`src/logic/radar_config.svh`:
```
`ifndef RADAR_CONFIG_SVH
`define RADAR_CONFIG_SVH

// ------------------------------
// build identity
`define RADAR_VERSION    32'h0001_0000

// ------------------------------
// serial link widths
`define SYNTH_WORD_BITS  32  // synthesizer programming word
`define ADC_FRAME_BITS   16  // one conversion
`define SAMPLE_BITS      12  // adc resolution
`define SAMPLE_COUNT     4   // conversions per trigger

// ------------------------------
// register map
`define REG_VERSION      4'd0
`define REG_PERIOD       4'd1
`define REG_TX_LENGTH    4'd2
`define REG_SYNTH_WORD   4'd3
`define REG_ADC_CHANNEL  4'd4
`define REG_SAMPLE_SUM   4'd5
`define REG_PACKET_COUNT 4'd6

`endif

```
`src/logic/radarPkg.sv`:
```
`include "radar_config.svh"

package radarPkg;

  // ------------------------------
  // register bus
  typedef logic [3:0]  tRegAddr;
  typedef logic [31:0] tRegData;

  // ------------------------------
  // control values
  typedef logic [15:0] tCount;                        // period and tx length in cycles
  typedef logic [`SYNTH_WORD_BITS-1:0] tSynthWord;
  typedef logic [2:0]  tChannel;

  // one adc conversion frame
  // command uses channel only, reply uses sample only
  typedef struct packed {
    tChannel                                     channel; // top bits of the command
    logic [`ADC_FRAME_BITS-`SAMPLE_BITS-4:0]     pad;     // always zero
    logic [`SAMPLE_BITS-1:0]                     sample;  // bottom bits of the reply
  } tAdcFrame;

  // ------------------------------
  // status values
  typedef logic [15:0] tSampleSum;   // wraps at 16 bits
  typedef logic [15:0] tPacketCount;

endpackage

```
`src/logic/radarRegsIf.sv`:
```
interface radarRegsIf;
  import radarPkg::*;

  // ------------------------------
  // controls written by software
  tCount       period;
  tCount       txLength;
  tSynthWord   synthWord;
  tChannel     adcChannel;

  // ------------------------------
  // status read by software
  tSampleSum   sampleSum;
  tPacketCount packetCount;

  modport decoder (
    output period, txLength, synthWord, adcChannel,
    input  sampleSum, packetCount
  );

  modport timing   (input period, txLength);

  modport waveform (input synthWord);

  modport receiver (
    input  adcChannel,
    output sampleSum, packetCount
  );

endinterface

```
`src/logic/adcReceiver.sv`:
```
`include "radar_config.svh"

module adcReceiver (
  input  logic         clk,
  input  logic         reset,
  input  logic         trigger,
  radarRegsIf.receiver regs,
  output logic         adcSclk,
  output logic         adcNCs,
  output logic         adcDataIn,
  input  logic         adcDataOut
);
  import radarPkg::*;

  localparam int FrameBits = $clog2(`SAMPLE_COUNT + 1);

  typedef enum logic [1:0] {
    Idle,
    Select,    // chip select low before the shifter runs
    Transfer
  } tState;

  tState                state;
  logic [FrameBits-1:0] frame;
  tSampleSum            sum;
  tSampleSum            nextSum;
  tAdcFrame             command;
  tAdcFrame             reply;
  logic                 start;
  logic                 done;

  assign command = '{channel: regs.adcChannel, pad: '0, sample: '0};
  assign nextSum = sum + tSampleSum'(reply.sample);
  assign start   = (state == Select);
  assign adcNCs  = !((state == Select) || (state == Transfer && !done));

  spiShifter #(
    .tPayload(tAdcFrame)
  ) adcSpi (
    .clk   (clk       ),
    .reset (reset     ),
    .start (start     ),
    .txWord(command   ),
    .rxWord(reply     ),
    .sclk  (adcSclk   ),
    .mosi  (adcDataIn ),
    .miso  (adcDataOut),
    .busy  (          ),
    .done  (done      )
  );

  // ------------------------------
  // burst sequencing
  always_ff @(posedge clk) begin
    if (reset) begin
      state            <= Idle;
      frame            <= '0;
      sum              <= '0;
      regs.sampleSum   <= '0;
      regs.packetCount <= '0;
    end else begin
      case (state)
        Idle: if (trigger) begin
          state <= Select;
          frame <= '0;
          sum   <= '0;
        end
        Select: state <= Transfer;
        Transfer: if (done) begin
          sum   <= nextSum;
          frame <= frame + 1'b1;
          if (frame == FrameBits'(`SAMPLE_COUNT - 1)) begin
            regs.sampleSum   <= nextSum;              // publish the burst
            regs.packetCount <= regs.packetCount + 1'b1;
            state            <= Idle;
          end else begin
            state <= Select;                          // done cycle is the gap
          end
        end
        default: state <= Idle;
      endcase
    end
  end

endmodule

```
`src/logic/radar.sv`:
```
module radar (
  input  logic              clk,
  input  logic              reset,

  // ------------------------------
  // register bus
  input  radarPkg::tRegAddr regAddress,
  input  radarPkg::tRegData regWriteData,
  input  logic              regWrite,
  input  logic              regRead,
  output radarPkg::tRegData regReadData,
  output logic              regReadValid,

  // ------------------------------
  // front end
  output logic              txEnable,

  output logic              synthSclk,
  output logic              synthData,
  output logic              synthLatch,
  output logic              synthTrigger,

  output logic              adcSclk,
  output logic              adcNCs,
  output logic              adcDataIn,
  input  logic              adcDataOut
);

  logic trigger;  // master trigger pulse

  radarRegsIf regs ();

  registerDecoder decoder (
    .clk         (clk         ),
    .reset       (reset       ),
    .regAddress  (regAddress  ),
    .regWriteData(regWriteData),
    .regWrite    (regWrite    ),
    .regRead     (regRead     ),
    .regReadData (regReadData ),
    .regReadValid(regReadValid),
    .regs        (regs.decoder)
  );

  triggerTiming timing (
    .clk     (clk        ),
    .reset   (reset      ),
    .regs    (regs.timing),
    .trigger (trigger    ),
    .txEnable(txEnable   )
  );

  waveformLoader waveform (
    .clk         (clk          ),
    .reset       (reset        ),
    .trigger     (trigger      ),
    .regs        (regs.waveform),
    .synthSclk   (synthSclk    ),
    .synthData   (synthData    ),
    .synthLatch  (synthLatch   ),
    .synthTrigger(synthTrigger )
  );

  adcReceiver receiver (
    .clk       (clk          ),
    .reset     (reset        ),
    .trigger   (trigger      ),
    .regs      (regs.receiver),
    .adcSclk   (adcSclk      ),
    .adcNCs    (adcNCs       ),
    .adcDataIn (adcDataIn    ),
    .adcDataOut(adcDataOut   )
  );

endmodule

```
`src/logic/registerDecoder.sv`:
```
`include "radar_config.svh"

module registerDecoder (
  input  logic              clk,
  input  logic              reset,

  input  radarPkg::tRegAddr regAddress,
  input  radarPkg::tRegData regWriteData,
  input  logic              regWrite,
  input  logic              regRead,
  output radarPkg::tRegData regReadData,
  output logic              regReadValid,

  radarRegsIf.decoder       regs
);
  import radarPkg::*;

  // ------------------------------
  // control registers
  always_ff @(posedge clk) begin
    if (reset) begin
      regs.period     <= '0;
      regs.txLength   <= '0;
      regs.synthWord  <= '0;
      regs.adcChannel <= '0;
    end else if (regWrite) begin
      case (regAddress)
        `REG_PERIOD:      regs.period     <= tCount'(regWriteData);
        `REG_TX_LENGTH:   regs.txLength   <= tCount'(regWriteData);
        `REG_SYNTH_WORD:  regs.synthWord  <= tSynthWord'(regWriteData);
        `REG_ADC_CHANNEL: regs.adcChannel <= tChannel'(regWriteData);
        default: ;                                    // read-only or unmapped
      endcase
    end
  end

  // ------------------------------
  // read path with one cycle latency
  always_ff @(posedge clk) begin
    if (reset) begin
      regReadValid <= 1'b0;
    end else begin
      regReadValid <= regRead;
    end
  end

  always_ff @(posedge clk) begin
    if (regRead) begin
      case (regAddress)
        `REG_VERSION:      regReadData <= `RADAR_VERSION;
        `REG_PERIOD:       regReadData <= tRegData'(regs.period);
        `REG_TX_LENGTH:    regReadData <= tRegData'(regs.txLength);
        `REG_SYNTH_WORD:   regReadData <= tRegData'(regs.synthWord);
        `REG_ADC_CHANNEL:  regReadData <= tRegData'(regs.adcChannel);
        `REG_SAMPLE_SUM:   regReadData <= tRegData'(regs.sampleSum);
        `REG_PACKET_COUNT: regReadData <= tRegData'(regs.packetCount);
        default:           regReadData <= '0;         // unmapped
      endcase
    end
  end

endmodule

```
`src/logic/spiShifter.sv`:
```
module spiShifter #(
  parameter type tPayload = logic [7:0]
) (
  input  logic    clk,
  input  logic    reset,

  input  logic    start,
  input  tPayload txWord,
  output tPayload rxWord,

  output logic    sclk,
  output logic    mosi,
  input  logic    miso,

  output logic    busy,
  output logic    done
);
  localparam int Width     = $bits(tPayload);
  localparam int CountBits = (Width > 1) ? $clog2(Width) : 1;

  logic [Width-1:0]     shiftReg;  // tx out the top, rx in the bottom
  logic [CountBits-1:0] bitCount;
  logic                 phase;     // 0 = sclk low, 1 = sclk high

  // ------------------------------
  // bit sequencing
  always_ff @(posedge clk) begin
    if (reset) begin
      busy     <= 1'b0;
      phase    <= 1'b0;
      bitCount <= '0;
      done     <= 1'b0;
    end else begin
      done <= 1'b0;
      if (!busy) begin
        if (start) begin
          busy     <= 1'b1;
          phase    <= 1'b0;
          bitCount <= '0;
        end
      end else if (!phase) begin
        phase <= 1'b1;
      end else begin
        phase    <= 1'b0;
        bitCount <= bitCount + 1'b1;
        if (bitCount == CountBits'(Width - 1)) begin  // last high phase
          busy <= 1'b0;
          done <= 1'b1;
        end
      end
    end
  end

  // ------------------------------
  // data path
  always_ff @(posedge clk) begin
    if (!busy && start) begin
      shiftReg <= txWord;
    end else if (busy && phase) begin
      shiftReg <= {shiftReg[Width-2:0], miso};        // sample at end of high phase
    end
  end

  assign rxWord = tPayload'(shiftReg);
  assign sclk   = busy & phase;
  assign mosi   = busy & shiftReg[Width-1];         // msb first

endmodule

```
`src/logic/triggerTiming.sv`:
```
module triggerTiming (
  input  logic       clk,
  input  logic       reset,
  radarRegsIf.timing regs,
  output logic       trigger,
  output logic       txEnable
);
  import radarPkg::*;

  tCount periodCount;
  tCount txCount;

  // ------------------------------
  // master trigger
  always_ff @(posedge clk) begin
    if (reset || regs.period == '0) begin             // zero period stops the trigger
      periodCount <= '0;
      trigger     <= 1'b0;
    end else if (periodCount >= regs.period - 1'b1) begin
      periodCount <= '0;
      trigger     <= 1'b1;
    end else begin
      periodCount <= periodCount + 1'b1;
      trigger     <= 1'b0;
    end
  end

  // ------------------------------
  // transmit window
  always_ff @(posedge clk) begin
    if (reset) begin
      txCount <= '0;
    end else if (trigger) begin
      txCount <= regs.txLength;                       // window starts next cycle
    end else if (txCount != '0) begin
      txCount <= txCount - 1'b1;
    end
  end

  assign txEnable = (txCount != '0);

endmodule

```
`src/logic/waveformLoader.sv`:
```
module waveformLoader (
  input  logic         clk,
  input  logic         reset,
  input  logic         trigger,
  radarRegsIf.waveform regs,
  output logic         synthSclk,
  output logic         synthData,
  output logic         synthLatch,
  output logic         synthTrigger
);
  import radarPkg::*;

  typedef enum logic [1:0] {
    Idle,
    Shift,
    Latch,
    Fire
  } tState;

  tState state;
  logic  start;
  logic  done;

  assign start = (state == Idle) && trigger;          // busy triggers are dropped

  spiShifter #(
    .tPayload(tSynthWord)
  ) synthSpi (
    .clk   (clk           ),
    .reset (reset         ),
    .start (start         ),
    .txWord(regs.synthWord),
    .rxWord(              ),
    .sclk  (synthSclk     ),
    .mosi  (synthData     ),
    .miso  (1'b0          ),
    .busy  (              ),
    .done  (done          )
  );

  // ------------------------------
  // programming sequence
  always_ff @(posedge clk) begin
    if (reset) begin
      state <= Idle;
    end else begin
      case (state)
        Idle:    if (start) state <= Shift;
        Shift:   if (done) state <= Latch;
        Latch:   state <= Fire;
        default: state <= Idle;
      endcase
    end
  end

  assign synthLatch   = (state == Latch);
  assign synthTrigger = (state == Fire);

endmodule

```
`config.mk`:
```
export PLATFORM = sky130hd
export DESIGN_NAME = radar
export DESIGN_NICKNAME = d
export VERILOG_FILES = /design/src/logic/radarPkg.sv /design/src/logic/radarRegsIf.sv /design/src/logic/adcReceiver.sv /design/src/logic/radar.sv /design/src/logic/registerDecoder.sv /design/src/logic/spiShifter.sv /design/src/logic/triggerTiming.sv /design/src/logic/waveformLoader.sv
export VERILOG_INCLUDE_DIRS = /design/src /design/src/logic
export SDC_FILE = /design/constraint.sdc
export NUM_CORES = 1
export LEC_CHECK = 0
export CAP_MARGIN = 10
export CORE_MARGIN = 2
export CORE_UTILIZATION = 36
export DETAILED_ROUTE_END_ITERATION = 8
export DONT_BUFFER_PORTS = 1
export GPL_TIMING_DRIVEN = 0
export PLACE_DENSITY_LB_ADDON = 0.08
export SYNTH_ARGS = -nofsm -noshare
export SYNTH_HDL_FRONTEND = slang
export SYNTH_HIERARCHICAL = 1
export SYNTH_SLANG_ARGS = --single-unit
export TNS_END_PERCENT = 10
```
`constraint.sdc`:
```
create_clock -name clk -period 3.3 [get_ports clk]
set_clock_uncertainty 0.1 [all_clocks]
set_input_delay 0.825 -clock clk [delete_from_list [all_inputs] [get_ports clk]]
set_output_delay 0.825 -clock clk [all_outputs]
set_load 0.1 [all_outputs]
```
==> impl_metrics.py <==
metrics = {
    "routing": {
        "route.met2.wl_mm": 15.4,
        "vias_per_cell": 5.21,
        "detailedRoute.firstIterationViolations": 528,
        "routed.top_layer": "met4",
        "wl_met3_mm": 1.56,
        "drc": 0,
        "drt-pass1-iter-count": 5,
        "vias": 9013,
        "wl_mm": 33.7,
        "route.antenna.remaining_nets": 0,
        "wl_met1_mm": 15.9,
        "wl_per_cell_um": 19.5,
    },
    "critical_path": {
        "reg2reg_depth": 13,
        "critical_path_class": "register to primary output",
        "reg2reg_from": "decoder/regs.period[0]",
        "cp_cell_sequence": "inv_1, ha_1, or4b_4, nor3_2, nand2_4",
        "critical_path_arrival_ns": 2.22,
        "slowest_stage": "or4b_4",
        "end_kind": "primary output",
        "critical_path_required_ns": 2.37,
        "reg2reg_to": "timing/periodCount[8]",
        "worstPathMaxFanout": 5,
        "crit_buf_inv": 1,
        "rrSetupSlack_ns": 0.18,
        "slowest_delay_ns": 0.53,
        "path_delay_family": "simple AND/OR/NAND/NOR gates",
        "start_kind": "register",
    },
    "sta": {
        "rsz0062_at_grt": "true",
        "finalSetupTns_ns": 0,
        "finalCriticalPeriod_ns": 3.14,
        "setup_violations": 0,
        "worst_slew_pin_slew_ns": 1.00,
        "worst_slack_ns": 0.158,
        "fin_crit_sh_pct": 95.2,
        "max_freq_mhz": 318,
        "hold_viol": 0,
        "finalHoldWorstSlack_ns": 0.285,
        "slew_headroom_pct": 33.7,
        "drv_slew": 0,
    },
    "power_and_ir_drop": {
        "p_comb_share_pct": 10.2,
        "p_seq_share_pct": 45.9,
        "swShare_pct": 26.4,
        "clkPwrFrac_pct": 43.9,
        "total_power_uw": 7570,
        "powerDensity_mw_per_mm2": 544,
        "p_int_uw": 5570,
        "leakage_uw": 0.00523,
        "vdd_ir_drop_max_v": 0.000371,
        "switching_power_uw": 1990,
    },
    "layout": {
        "drive_above_1_share_pct": 11.6,
        "regArea_mm2": 0.00583,
        "area_growth_pct": 14.2,
        "final_util_pct": 41.6,
        "fillCellCount": 3268,
        "finalNetCount": 1342,
        "multi_input_area_mm2": 0.00597,
    },
    "floorplan": {
        "start_util_pct": 36.4,
        "core_mm2": 0.0334,
        "design.die.area_mm2": 0.0353,
        "ios": 82,
        "dieHeight_um": 188,
        "fp.dieW_um": 188,
        "std_cell_rows": 67,
    },
    "place": {
        "dp_hpwl_mm": 24.8,
        "gp_routability_congestion": 0.878,
        "preCtsSetupSlack_ns": -0.204,
        "port-buffer-count": 0,
    },
    "global_routing": {
        "antenna_found_initial": 0,
        "overflow": 0,
        "grt_max_degree": 34,
        "grt_pass1_wl_mm": 52.1,
        "grt_pass1_vias": 8899,
        "grt_usage_pct": 18.8,
    },
    "min_path": {
        "whs_endpoint": "decoder/regReadData[10]",
        "hold_path.class": "input port to register",
        "worstHoldStart": "regRead",
        "hold_depth": 0,
    },
    "cts": {
        "cts_sinks": 251,
        "clkTransAtPathRegs_ns": 0.06,
        "cts_buffer_depth": 3,
        "ctsHoldBuffers": 0,
        "cts_root_buf": "clkbuf_16",
        "cts_tree": "done",
        "insertion_delay_ns": 0.55,
        "numCtsBuffers": 29,
        "htreeDepth": 1,
    },
    "synth": {
        "synth-main-ff-cell": "dfxtp_1",
        "synth_edf_count": 80,
        "avgSynthCellArea_um2": 10.1,
        "ys_seq_area_share_pct": 47.8,
        "synth_seq_cells": 251,
        "synthArstFlopShare_pct": 0,
        "netlist_instances": 1211,
        "netlist_area_mm2": 0.0122,
        "synth_warnings": 6,
        "ys_types": 92,
    },
    "run_status": {
        "outcome": "complete, no violations",
    },
    "job": {
        "maxCapViolations": 0,
    },
}
[worst max path at each step]
stage / from / slack [ns] / end / depth (start not counted)
2_1_floorplan: decoder/regs.period[0] / 0.37 / timing/periodCount[6] / 13
3_3_place_gp: decoder/regs.period[0] / -0.22 / timing/periodCount[12] / 13
3_5_place_dp: decoder/regs.period[0] / -0.20 / timing/periodCount[7] / 13
4_1_cts: decoder/regs.period[0] / 0.01 / timing/periodCount[8] / 13
5_1_grt: decoder/regs.period[0] / -0.05 / timing/periodCount[7] / 13
6_report: timing/txCount[0] / 0.16 / txEnable / 5
[per-stage QoR]
step                instances  instance area [um2]
global placement         1671                12800
CTS                      1728                13900
floorplan                1223                12200
finish                   1730                13900
detailed placement       1673                12800
global route             1729                13900
[power by group through the flow]
| stage | Combinational [uW] | Clock (uW) | Sequential, uW |
|---|---|---|---|
| 2_1_floorplan | 609 | 0 | 3510 |
| 4_1_cts | 766 | 3410 | 3470 |
| 6_report | 771 | 3320 | 3480 |
| 3_3_place_gp | 735 | 0 | 3540 |
| 5_1_grt | 852 | 3550 | 3490 |
| 3_5_place_dp | 738 | 0 | 3540 |
[cell usage in the layout, fill, tap and decap left out, drive strengths merged, types with 4 or more instances in the layout]
cell	instances
a21o	8
nor2b	10
nand3	36
mux2	50
and2	21
o211ai	4
clkinv	7
or2	4
a31oi	5
ha	42
nand2b	17
nor4b	4
o21ai	27
a21oi	92
a22o	7
a311oi	4
xor2	21
dfxtp	171
a211oi	12
nor3	29
nand4	13
o221ai	4
edfxtp	80
or3	10
conb	14
mux2i	41
nor4	10
a22oi	15
xnor2	33
clkbuf	78
nor2	105
inv	27
a221oi	6
or4	6
and3	10
a211o	5
nand2	166
a222oi	5
buf	31
[timing repair]
action / in CTS / in global routing
pin swaps: 2 / 4
endpoints found under the setup margin: 17 / 18
resized for setup: 5 / 9
setup buffers: 1 / 1
[Yosys cell counts, types with 6 or more instances]
master    number  area (um2)
xnor2_1       33         289
mux2i_1       41         410
nor2_1       103         387
xor2_1        21         184
and2_1        19         119
nand2_1      163         612
inv_1         24        90.1
a22oi_1       14         105
buf_6         10         113
nand4_1       12        75.1
nand2b_1      15        93.8
mux2_1        22         248
buf_2          6        30.0
nor4_1        10        62.6
dfxtp_1      171        3420
and3_1        10        62.6
nand3_1       35         175
clkbuf_1      33         124
edfxtp_1      80        2400
nor3_1        28         140
nor2b_1        8        50.1
a22o_1         7        61.3
a211oi_1       9        67.6
ha_1          42         526
or3_1         10        62.6
a21o_1         8        60.1
o21ai_0       25         125
buf_4          6        45.0
mux2_4        26         390
a21oi_1       91         455
[cells by family after synthesis]
family                     after synthesis  synth area share [%]
AOI/OAI and AO/OA                      223                  12.3
DFF                                    251                  47.8
other                                    2                0.0616
xor gates and xnor gates                54                  3.88
buffers and inverters                   87                  4.09
and+or+nand+nor                        460                  18.6
adders and majority gates               43                  4.48
muxes                                   91                  8.79
[state kept, by name (all words and copies together), names as in the netlist, 2 cells and up]
signal                      count
decoder/regReadData            32
decoder/regs.synthWord         32
waveform/synthSpi/rxWord       32
decoder/regs.period            16
decoder/regs.txLength          16
receiver/adcSpi/rxWord         16
receiver/regs.packetCount      16
receiver/regs.sampleSum        16
receiver/sum                   16
timing/periodCount             16
timing/txCount                 16
waveform/synthSpi/bitCount      5
receiver/adcSpi/bitCount        4
decoder/regs.adcChannel         3
receiver/frame                  3
receiver/state                  2
waveform/state                  2
[layout make-up]
class | count | area share [%]
Clock buffer | 44 | 6.59
Buffer | 61 | 2.90
Timing Repair Buffer | 4 | 0.333
Multi-Input combinational cell | 885 | 42.9
Sequential cell | 251 | 41.9
Clock inverter | 10 | 0.594
Inverter | 26 | 0.702
Tap cell | 448 | 4.03
Antenna cell | 1 | 0.0180
[routing by layer]
layer	GRT usage, %	up-vias
met4	4.85	0
met1	25.4	4343
li1	-	4449
met2	31.2	168
met3	3.24	53
met5	0	-
Note: power is estimated with default switching activity, not from simulation.
